==> src/rtl/conv_config.svh <==
`ifndef CONV_CONFIG_SVH
`define CONV_CONFIG_SVH

// word width of features, weights and a, b, c
`define FEAT_W 16

// fraction bits
`define IN_FT_QUAZ_ACC 10 // features and weights
`define AB_QUAZ_ACC 12    // scale a
`define C_QUAZ_ACC 14     // leaky slope c

// conv result before the linear stage
`define CONV_RES_W 32

// line memory depth, widest map supported
`define MAX_MAP_W 512

// elastic buffer between mac and activation
`define RES_FIFO_DEPTH 16

// register write port
`define REG_ADDR_W 4

`endif

==> src/rtl/conv_pkg.sv <==
`include "conv_config.svh"

package conv_pkg;

	typedef logic signed [`FEAT_W-1:0] feat_t;

	// input stream beat
	typedef struct packed {
		logic  last; // final pixel of the frame
		feat_t data;
	} pixel_t;

	// px[r*3+c], row 0 is the oldest row, col 2 the newest pixel
	typedef struct packed {
		logic       last;
		feat_t [8:0] px;
	} window_t;

	typedef struct packed {
		logic                          last;
		logic signed [`CONV_RES_W-1:0] data;
	} conv_res_t;

	typedef struct packed {
		logic [`REG_ADDR_W-1:0] addr;
		logic [`FEAT_W-1:0]     data;
	} reg_wr_t;

	typedef enum logic [`REG_ADDR_W-1:0] {
		REG_K0 = 4'd0,
		REG_K1, REG_K2, REG_K3, REG_K4, REG_K5, REG_K6, REG_K7,
		REG_K8 = 4'd8,
		REG_A = 4'd9,
		REG_B = 4'd10,
		REG_C = 4'd11,
		REG_MAP_W = 4'd12, // width minus 1
		REG_EN = 4'd13
	} reg_addr_e;

	typedef struct packed {
		feat_t [8:0]        w;        // kernel, row-major
		feat_t              a;
		feat_t              b;
		feat_t              c;
		logic [`FEAT_W-1:0] map_w_m1;
		logic               en;
	} conv_params_t;

endpackage

==> src/rtl/conv_param_regs.sv <==
`timescale 1ns/100ps
`include "conv_config.svh"

module conv_param_regs import conv_pkg::*; (
	input  logic         clk,
	input  logic         rst,
	input  logic         cfg_valid,
	input  reg_wr_t      cfg,
	output conv_params_t params
);

	// one field per write, no readback
	always_ff @(posedge clk) begin
		if (rst) begin
			params <= '0; // also leaves the core disabled
		end else if (cfg_valid) begin
			case (cfg.addr)
				REG_K0,
				REG_K1,
				REG_K2,
				REG_K3,
				REG_K4,
				REG_K5,
				REG_K6,
				REG_K7,
				REG_K8: begin
					params.w[cfg.addr] <= cfg.data;
				end
				REG_A: begin
					params.a <= cfg.data;
				end
				REG_B: begin
					params.b <= cfg.data;
				end
				REG_C: begin
					params.c <= cfg.data;
				end
				REG_MAP_W: begin
					params.map_w_m1 <= cfg.data;
				end
				REG_EN: begin
					params.en <= cfg.data[0];
				end
				default: begin
					// unmapped addresses dropped
				end
			endcase
		end
	end

endmodule

==> config.mk <==
export PLATFORM = sky130hd
export DESIGN_NAME = conv_param_regs
export DESIGN_NICKNAME = d
export VERILOG_FILES = /design/src/rtl/conv_pkg.sv /design/src/rtl/conv_param_regs.sv
export VERILOG_INCLUDE_DIRS = /design/src /design/src/rtl
export SDC_FILE = /design/constraint.sdc
export NUM_CORES = 1
export LEC_CHECK = 0
export BUFFER_PORTS_ARGS = -buffer_cell sky130_fd_sc_hd__buf_2
export CAP_MARGIN = 20
export CORE_ASPECT_RATIO = 1.1
export CORE_UTILIZATION = 50
export CTS_BUF_LIST = sky130_fd_sc_hd__clkbuf_4
export DETAILED_ROUTE_END_ITERATION = 8
export PLACE_DENSITY_LB_ADDON = 0.05
export SLEW_MARGIN = 20
export SYNTH_ARGS = -nofsm -noshare
export SYNTH_HDL_FRONTEND = slang
export SYNTH_SLANG_ARGS = --single-unit
export TNS_END_PERCENT = 30
==> constraint.sdc <==
create_clock -name clk -period 2.7 [get_ports clk]
set_clock_uncertainty 0.15 [all_clocks]
set_input_delay 0.27 -clock clk [delete_from_list [all_inputs] [get_ports clk]]
set_output_delay 0.27 -clock clk [all_outputs]
set_load 0.01 [all_outputs]
==> results_dict.tcl <==
set metrics [dict create \
    status "finished, final reports clean" \
    place_hpwl_um 14900 \
    timing.max_cap.violations 0 \
    multi_input_area_um2 3660 \
    grt_max_degree 71 \
    layout_min_cycle_time_ns 1.66 \
    synth-seq-cells 209 \
    ys_types 20 \
    vdd_ir_drop_max_mv 0.373 \
    maxSlewViolCount 0 \
    cts_buffers 52 \
    power_density_nw_per_um2 597 \
    largest_reg_flops 209 \
    yosysMostFrequentCell "nand2b_1" \
    drc 0 \
    cp.arrival_ns 1.98 \
    min-delay-start "cfg[15]" \
    synth_top_area_share_pct 50.7 \
    grt_use_total_pct 25.8 \
    yosysWarnings 0 \
    drt-initial-drc-count 252 \
    gp_congestion 0.772 \
    die_area_um2 17000 \
    synthFlopType "dfxtp_1" \
    cts_num_sinks 209 \
    r2r_end "params[198]" \
    rsz0062_at_grt "no" \
    syn_to_final_growth_pct 21.2 \
    setup_viol 0 \
    clkLatencyLatePin_ns 0.63 \
    synthesis.area_um2 8250 \
    critPathKind "primary input to register" \
    h-tree-depth 2 \
    dpl.cell_count 1106 \
    placed_cell_area_um2 9330 \
    largest-register "params" \
    dieHeight_um 137 \
    port_buffers 231 \
    synthArstFlopShare_pct 0 \
    syn_area_per_cell_um2 11.4 \
    vias 5986 \
    seq_area_um2 4180 \
    grt_pass1_wl_um 34100 \
    cts_resized 0 \
    avgViaCountPerCell 5.00 \
    final_cells 1197 \
    cts_tree "done" \
    grt_pass1_vias 6182 \
    antenna_found_initial 1 \
    hold_viol_final 0 \
    required_ns 3.02 \
    drt.antenna.violating_nets 0 \
    hold-path-cell-count 3 \
    syn_nets 747 \
    synth.area.top_cells "dfxtp_1 (51%), mux2i_1 (25%), nand2b_1 (17%)" \
    finalCritPeriodShare_pct 61.6 \
    hp-class "primary input to register" \
    leakage_nw 5.66 \
    hold_end "params[160]" \
    nFillCells 1371 \
    postCtsSetupBuffers 0 \
    cts-root-buf "clkbuf_4" \
    worstSetupStartpointType "primary input" \
    first_pass_iters 4 \
    wl_per_cell_um 18.4 \
    grt_overflow_total 0 \
    finalNetCount 989 \
    relSlewSlack_pct 46.6 \
    r2r_setup_slack_ns 1.84 \
    synthCells 724 \
    drive_gt1_share_pct 33.5 \
    die_w_um 124 \
    end_kind "register" \
    reg_top3 "params x209" \
    path_max_fanout 16 \
    synth_top_area_cell "dfxtp_1" \
    initial_core_util_pct 51.8 \
    fin_setup_tns_ns 0 \
    fp.coreArea_um2 15900 \
    clock_path_buffers 3 \
    clk_pin_slew_ns 0.06 \
    tightest_slew_ns 0.801 \
    ys_seq_area_share_pct 50.7 \
    synth-edff-count 0 \
    final_cell_area_um2 9990 \
    rr_startpoint "params[198]" \
    drt-total-wl_um 22100 \
    rows 48 \
    max_freq_mhz 601 \
    reg2reg_depth 2 \
    num_io_pins 232 \
    cts_hold_buffers 6 \
    yosys-top-cells-count "nand2b_1 (225), dfxtp_1 (209), mux2i_1 (209)" \
]
## layer usage
layer / wire length, µm / up-vias / GRT usage, % / share of wire (%)
met5: 0 / - / 0 / 0
met1: 9690 / 2879 / 32.0 / 44
met4: 541 / 0 / 10.4 / 2.5
li1: - / 2888 / - / -
met3: 1480 / 28 / 7.82 / 6.7
met2: 10400 / 191 / 42.1 / 47
## per-stage QoR
step / setup slack (ns) / hold slack (ns) / power (mW) / utilization (%)
after floorplan: 1.31 / 0.301 / 3.44 / -
after global placement: 0.834 / 0.309 / 3.55 / 58.6
after detailed placement: 0.754 / 0.313 / 3.56 / 58.6
after CTS: 1.03 / 0.0629 / 6.03 / 62.8
after global routing: 0.961 / 0.100 / 6.22 / 62.8
final: 1.04 / 0.101 / 5.96 / 62.8
## logic make-up (layout without fill, tap and decap cells)
logic type / after synthesis / in the layout / share of synthesized area [%]
buffers and inverters: 59 / 331 / 4.82
flip-flops: 209 / 209 / 50.7
multiplexers: 209 / 209 / 25.4
other: 0 / 1 / 0
AND/OR/NAND/NOR: 247 / 247 / 19.1
## area by class of cell
type                            instances  area share (%)
Sequential cell                       209            41.9
Clock buffer                           75            5.63
Antenna cell                            1          0.0250
Tap cell                              200            2.50
Timing Repair Buffer                  247            12.9
Clock inverter                          9           0.351
Multi-Input combinational cell        456            36.7
## worst max-delay path by stage
stage                     startpoint          end  slack, ns  depth (start not counted)
after floorplan              cfg[19]  params[101]       1.31                          5
after global placement           rst   params[98]       0.83                          4
after detailed placement         rst   params[66]       0.75                          4
after CTS                 params[91]   params[91]       1.03                          1
after global routing         cfg[19]  params[128]       0.96                          5
final                        cfg[19]  params[127]       1.04                          5
## worst max-delay path: stages
cell and delay, ns:
dlygate4sd3_1 0.53, buf_2 0.16, nor2_1 0.33, nand2_2 0.45, mux2i_1 0.23
## layout by cell type (no fill, tap or decap), types with 2 or more instances in the layout
cell type      instances
and2b_2                2
and3b_1                2
buf_2                230
buf_4                 11
clkbuf_4              75
clkinv_1               6
dfxtp_1              209
dlygate4sd3_1          6
inv_2                  2
mux2i_1              209
nand2_2               11
nand2b_1             225
## report_power, final
group          switching [mW]  internal (mW)  leakage [nW]
registers              0.0225           3.12          1.69
clock network            1.21           1.26         0.367
logic                   0.202          0.151          3.61
No activity file was read; power rests on OpenSTA's default activity.
