`src/rtl/conv_config.svh`:
```
`ifndef CONV_CONFIG_SVH
`define CONV_CONFIG_SVH

// word width of features, weights and a, b, c
`define FEAT_W 16

// fraction bits
`define IN_FT_QUAZ_ACC 10 // features and weights
`define AB_QUAZ_ACC 12    // scale a
`define C_QUAZ_ACC 14     // leaky slope c

// conv result before the linear stage
`define CONV_RES_W 32

// line memory depth, widest map supported
`define MAX_MAP_W 512

// elastic buffer between mac and activation
`define RES_FIFO_DEPTH 16

// register write port
`define REG_ADDR_W 4

`endif

```
`src/rtl/conv_pkg.sv`:
```
`include "conv_config.svh"

package conv_pkg;

	typedef logic signed [`FEAT_W-1:0] feat_t;

	// input stream beat
	typedef struct packed {
		logic  last; // final pixel of the frame
		feat_t data;
	} pixel_t;

	// px[r*3+c], row 0 is the oldest row, col 2 the newest pixel
	typedef struct packed {
		logic       last;
		feat_t [8:0] px;
	} window_t;

	typedef struct packed {
		logic                          last;
		logic signed [`CONV_RES_W-1:0] data;
	} conv_res_t;

	typedef struct packed {
		logic [`REG_ADDR_W-1:0] addr;
		logic [`FEAT_W-1:0]     data;
	} reg_wr_t;

	typedef enum logic [`REG_ADDR_W-1:0] {
		REG_K0 = 4'd0,
		REG_K1, REG_K2, REG_K3, REG_K4, REG_K5, REG_K6, REG_K7,
		REG_K8 = 4'd8,
		REG_A = 4'd9,
		REG_B = 4'd10,
		REG_C = 4'd11,
		REG_MAP_W = 4'd12, // width minus 1
		REG_EN = 4'd13
	} reg_addr_e;

	typedef struct packed {
		feat_t [8:0]        w;        // kernel, row-major
		feat_t              a;
		feat_t              b;
		feat_t              c;
		logic [`FEAT_W-1:0] map_w_m1;
		logic               en;
	} conv_params_t;

endpackage

```
`src/rtl/linear_act_unit.sv`:
```
`timescale 1ns/100ps
`include "conv_config.svh"

module linear_act_unit import conv_pkg::*; (
	input  logic         clk,
	input  logic         rst,
	input  conv_params_t params,
	input  logic         s_valid,
	input  conv_res_t    s_res,
	output logic         s_ready,
	output logic         m_valid,
	output feat_t        m_data,
	output logic         m_last,
	input  logic         m_ready
);

	localparam int AX_W = `CONV_RES_W + `FEAT_W;
	localparam int ACT_W = AX_W + `FEAT_W;
	localparam logic signed [ACT_W-1:0] SAT_MAX = (ACT_W'(1) <<< (`FEAT_W-1)) - ACT_W'(1);
	localparam logic signed [ACT_W-1:0] SAT_MIN = -(ACT_W'(1) <<< (`FEAT_W-1));

	logic signed [AX_W-1:0]  ax;
	logic signed [AX_W-1:0]  y;
	logic signed [ACT_W-1:0] yc;
	logic signed [ACT_W-1:0] act;
	feat_t                   y_sat;

	always_comb begin
		ax = $signed(s_res.data) * $signed(params.a);
		y = (ax >>> `AB_QUAZ_ACC) + $signed(params.b);
		yc = y * $signed(params.c);
		if (y < 0) begin
			act = yc >>> `C_QUAZ_ACC; // leaky branch
		end else begin
			act = y;
		end
		if (act > SAT_MAX) begin
			y_sat = SAT_MAX[`FEAT_W-1:0];
		end else if (act < SAT_MIN) begin
			y_sat = SAT_MIN[`FEAT_W-1:0];
		end else begin
			y_sat = act[`FEAT_W-1:0];
		end
	end

	// output register, held while m_ready is low
	assign s_ready = ~m_valid | m_ready;

	always_ff @(posedge clk) begin
		if (s_ready && s_valid) begin
			m_data <= y_sat;
			m_last <= s_res.last;
		end
	end

	always_ff @(posedge clk) begin
		if (rst) begin
			m_valid <= 1'b0;
		end else if (s_ready) begin
			m_valid <= s_valid;
		end
	end

endmodule

```
`config.mk`:
```
export PLATFORM = sky130hd
export DESIGN_NAME = linear_act_unit
export DESIGN_NICKNAME = d
export VERILOG_FILES = /design/src/rtl/conv_pkg.sv /design/src/rtl/linear_act_unit.sv
export VERILOG_INCLUDE_DIRS = /design/src /design/src/rtl
export SDC_FILE = /design/constraint.sdc
export NUM_CORES = 2
export LEC_CHECK = 0
export ABC_AREA = 1
export ABC_CLOCK_PERIOD_IN_PS = 13510
export BUFFER_PORTS_ARGS = -buffer_cell sky130_fd_sc_hd__buf_2
export CAP_MARGIN = 20
export CORE_MARGIN = 2
export CORE_UTILIZATION = 33
export DETAILED_ROUTE_END_ITERATION = 8
export RECOVER_POWER = 50
export REMOVE_ABC_BUFFERS = 1
export SLEW_MARGIN = 20
export SYNTH_ARGS = -nofsm -noshare
export SYNTH_HDL_FRONTEND = slang
export SYNTH_SLANG_ARGS = --single-unit
```
`constraint.sdc`:
```
create_clock -name clk -period 13.51 [get_ports clk]
set_input_delay 1.351 -clock clk [delete_from_list [all_inputs] [get_ports clk]]
set_output_delay 1.351 -clock clk [all_outputs]
set_load 0.03 [all_outputs]
```
==> impl_metrics.toml <==
[setup_path]
r2r-end = "m_data[6]"
crit_type = "in2reg"
max_stage_delay_ns = 0.59
slowest_stage = "fa_2"
crit_fanout = 8
cp.required_ns = 13.63
regToRegSetupSlack_ns = 12.03
crit-reg2reg-launch = "m_valid"
start_kind = "primary input"
reg2reg_depth = 2
crit_path_end_kind = "flip-flop"
crit_top_cell = "fa_1"
arrival_ns = 13.94

[global_route]
gr-total-overflow = 0
grt_pass1_vias = 41409
antenna_found_initial = 2
grt.total_usage_pct = 21.3
grt_pass1_wl_um = 224000
grt_max_degree = 38

[floorplanning]
placeableCoreArea_um2 = 130000
initial_core_util_pct = 33.2
pin_count = 265
die_area_um2 = 134000
fp.dieW_um = 365
die_h_um = 365
rows = 132

[worst_hold_path]
min-delay-start = "m_valid"
hold_depth = 2
hold_end = "m_valid"
min_path_type = "reg2reg"

[route]
drt_iter0_drc = 2310
routed_wl_um = 141000
ant_nets = 0
firstDrtPassIters = 6
avgRoutedWirePerCell_um = 16.8
vias_per_cell = 4.63
vias = 38928
drc = 0

[clocking]
worstSkewPairLatency_ns = 0.25
cts_hold_buffers = 0
clockBufferDepth = 2
path_clk_slew_ns = 0.05
cts_tree = "yes"
h-tree-depth = 1
clock_sinks = 18
clock_tree.root_cell = "clkbuf_16"
cts_buffers = 3

[timing]
relSlewSlack_pct = 29.2
report.final.slew_viol_count = 0
skew_ns = 0.00146
period_share_pct = 102
min_period_ns = 13.82
worst_slack_ns = -0.311
finalSetupViolCount = 16
worst_slew_pin_slew_ns = 1.06
hold_viol = 0
rsz0062_at_grt = "yes"
clock.fmax_mhz = 72.4

[cells_and_area]
fin_util_pct = 44.4
fill_cells = 12654
area_growth_syn_to_layout_pct = 33.5
nets = 8227
final_layout_size_suffix_gt1_share_pct = 27.5

[synthesis]
synthDistinctLibCells = 52
synth-seq-area-share_pct = 1.23
yosys_warnings = 0
synth_seq_cells = 18
yosysTopAreaCell = "fa_1"
synth_area_leaders = "fa_1, inv_1, nand2_1, ha_1, nor2_1"
synth_top_area_share_pct = 48.4
yosysMostFrequentCell = "inv_1"
synthArstFlopShare_pct = 0
yosys-top-cells-count = "inv_1, nand2_1, fa_1, nor2_1, ha_1"
syn_area_um2 = 43100
synth_edf_count = 17
synthCells = 5837
synth-main-ff-cell = "edfxtp_1"
syn_avg_cell_area_um2 = 7.38

[status]
status = "finished with violations"
violations = "setup timing"

[place]
post-place-ws_ns = -1.79
gp_congestion = 1.01
numPortBuffers = 103
dp_hpwl_um = 118000

[flow_run]
drv_cap = 0
## through the flow
step                hold slack (ns)  TNS (ns)  cells  instance area [µm²]
floorplan                     0.832    -11.10   5652                42400
global placement              0.471    -27.15   8281                51400
detailed placement            0.486    -28.06   8281                51400
CTS                           0.490     -2.34   8365                55200
global route                  0.544    -13.06   8413                57500
finish                        0.486     -4.48   8414                57500
## worst max path at each step
stage,startpoint,to,slack (ns),cells past startpoint
2_1_floorplan,params[64],m_data[0],-0.71,62
3_3_place_gp,params[51],m_data[3],-1.72,65
3_5_place_dp,params[51],m_data[7],-1.79,63
4_1_cts,params[51],m_data[12],-0.17,72
5_1_grt,params[53],m_data[8],-0.86,75
6_report,params[64],m_data[10],-0.31,62
## cell type report
class | instances | area [µm²] | area share (%)
antenna | 1 | 2.50 | 0.00435
clock buffer | 3 | 75.1 | 0.130
clock inverter | 1 | 3.75 | 0.00652
inverter | 1774 | 6730 | 11.7
multi-input combinational | 3863 | 39300 | 68.3
sequential | 18 | 531 | 0.922
tap | 1742 | 2180 | 3.79
timing repair buffer | 1012 | 8730 | 15.2
## cells by family after synthesis
kind of cell    share of synthesized area, %
flops                                   1.23
simple gates                            19.6
xor+xnor                                1.78
buf+inv                                 17.2
compound gates                          4.14
fa+ha+maj                               56.1
## state kept, by name, indices dropped and copies added (netlist names)
| register | cells |
|---|---|
| m_data | 16 |
| m_last | 1 |
| m_valid | 1 |
## metal layers
metal / wire [µm] / global-route usage [%] / vias to the layer above
met5: 0 / 0 / -
met4: 4910 / 5.66 / 0
met3: 7380 / 1.26 / 238
met2: 69600 / 37.6 / 1134
met1: 59300 / 28.4 / 19417
li1: - / - / 18139
## cell usage in the layout, fill, tap and decap left out, types with 30 or more instances in the layout
| cell | count |
|---|---|
| inv_1 | 1670 |
| nand2_1 | 1245 |
| fa_1 | 1005 |
| buf_4 | 769 |
| nor2_1 | 372 |
| ha_1 | 192 |
| nand2_2 | 132 |
| buf_6 | 92 |
| a21oi_2 | 86 |
| nor2_2 | 82 |
| inv_2 | 78 |
| ha_4 | 74 |
| nor2_4 | 70 |
| buf_2 | 69 |
| nand3_1 | 67 |
| a21oi_1 | 65 |
| nand2_4 | 61 |
| buf_12 | 53 |
| fa_2 | 36 |
| xor2_1 | 34 |
| o21ai_0 | 33 |
| xnor2_1 | 30 |
## what timing repair did
action                                 CTS  global route
cloned                                   7             5
buffers inserted                        74            47
pin swaps                              269           294
resized for setup                      788           472
setup endpoints to repair               16            16
endpoints found under the hold margin    0             0
## critical path: cells and delay by family
kind / cells / cell delay, ns
adders and majority gates: 15 / 7.07
buffers and inverters: 15 / 1.60
xor gates and xnor gates: 1 / 0.17
and+or+nand+nor: 25 / 2.88
AOI/OAI and AO/OA: 6 / 0.83
Power is left out: the tool's default activity adds up to more than one toggle a clock period on the data nets, which glitch-free logic cannot reach.
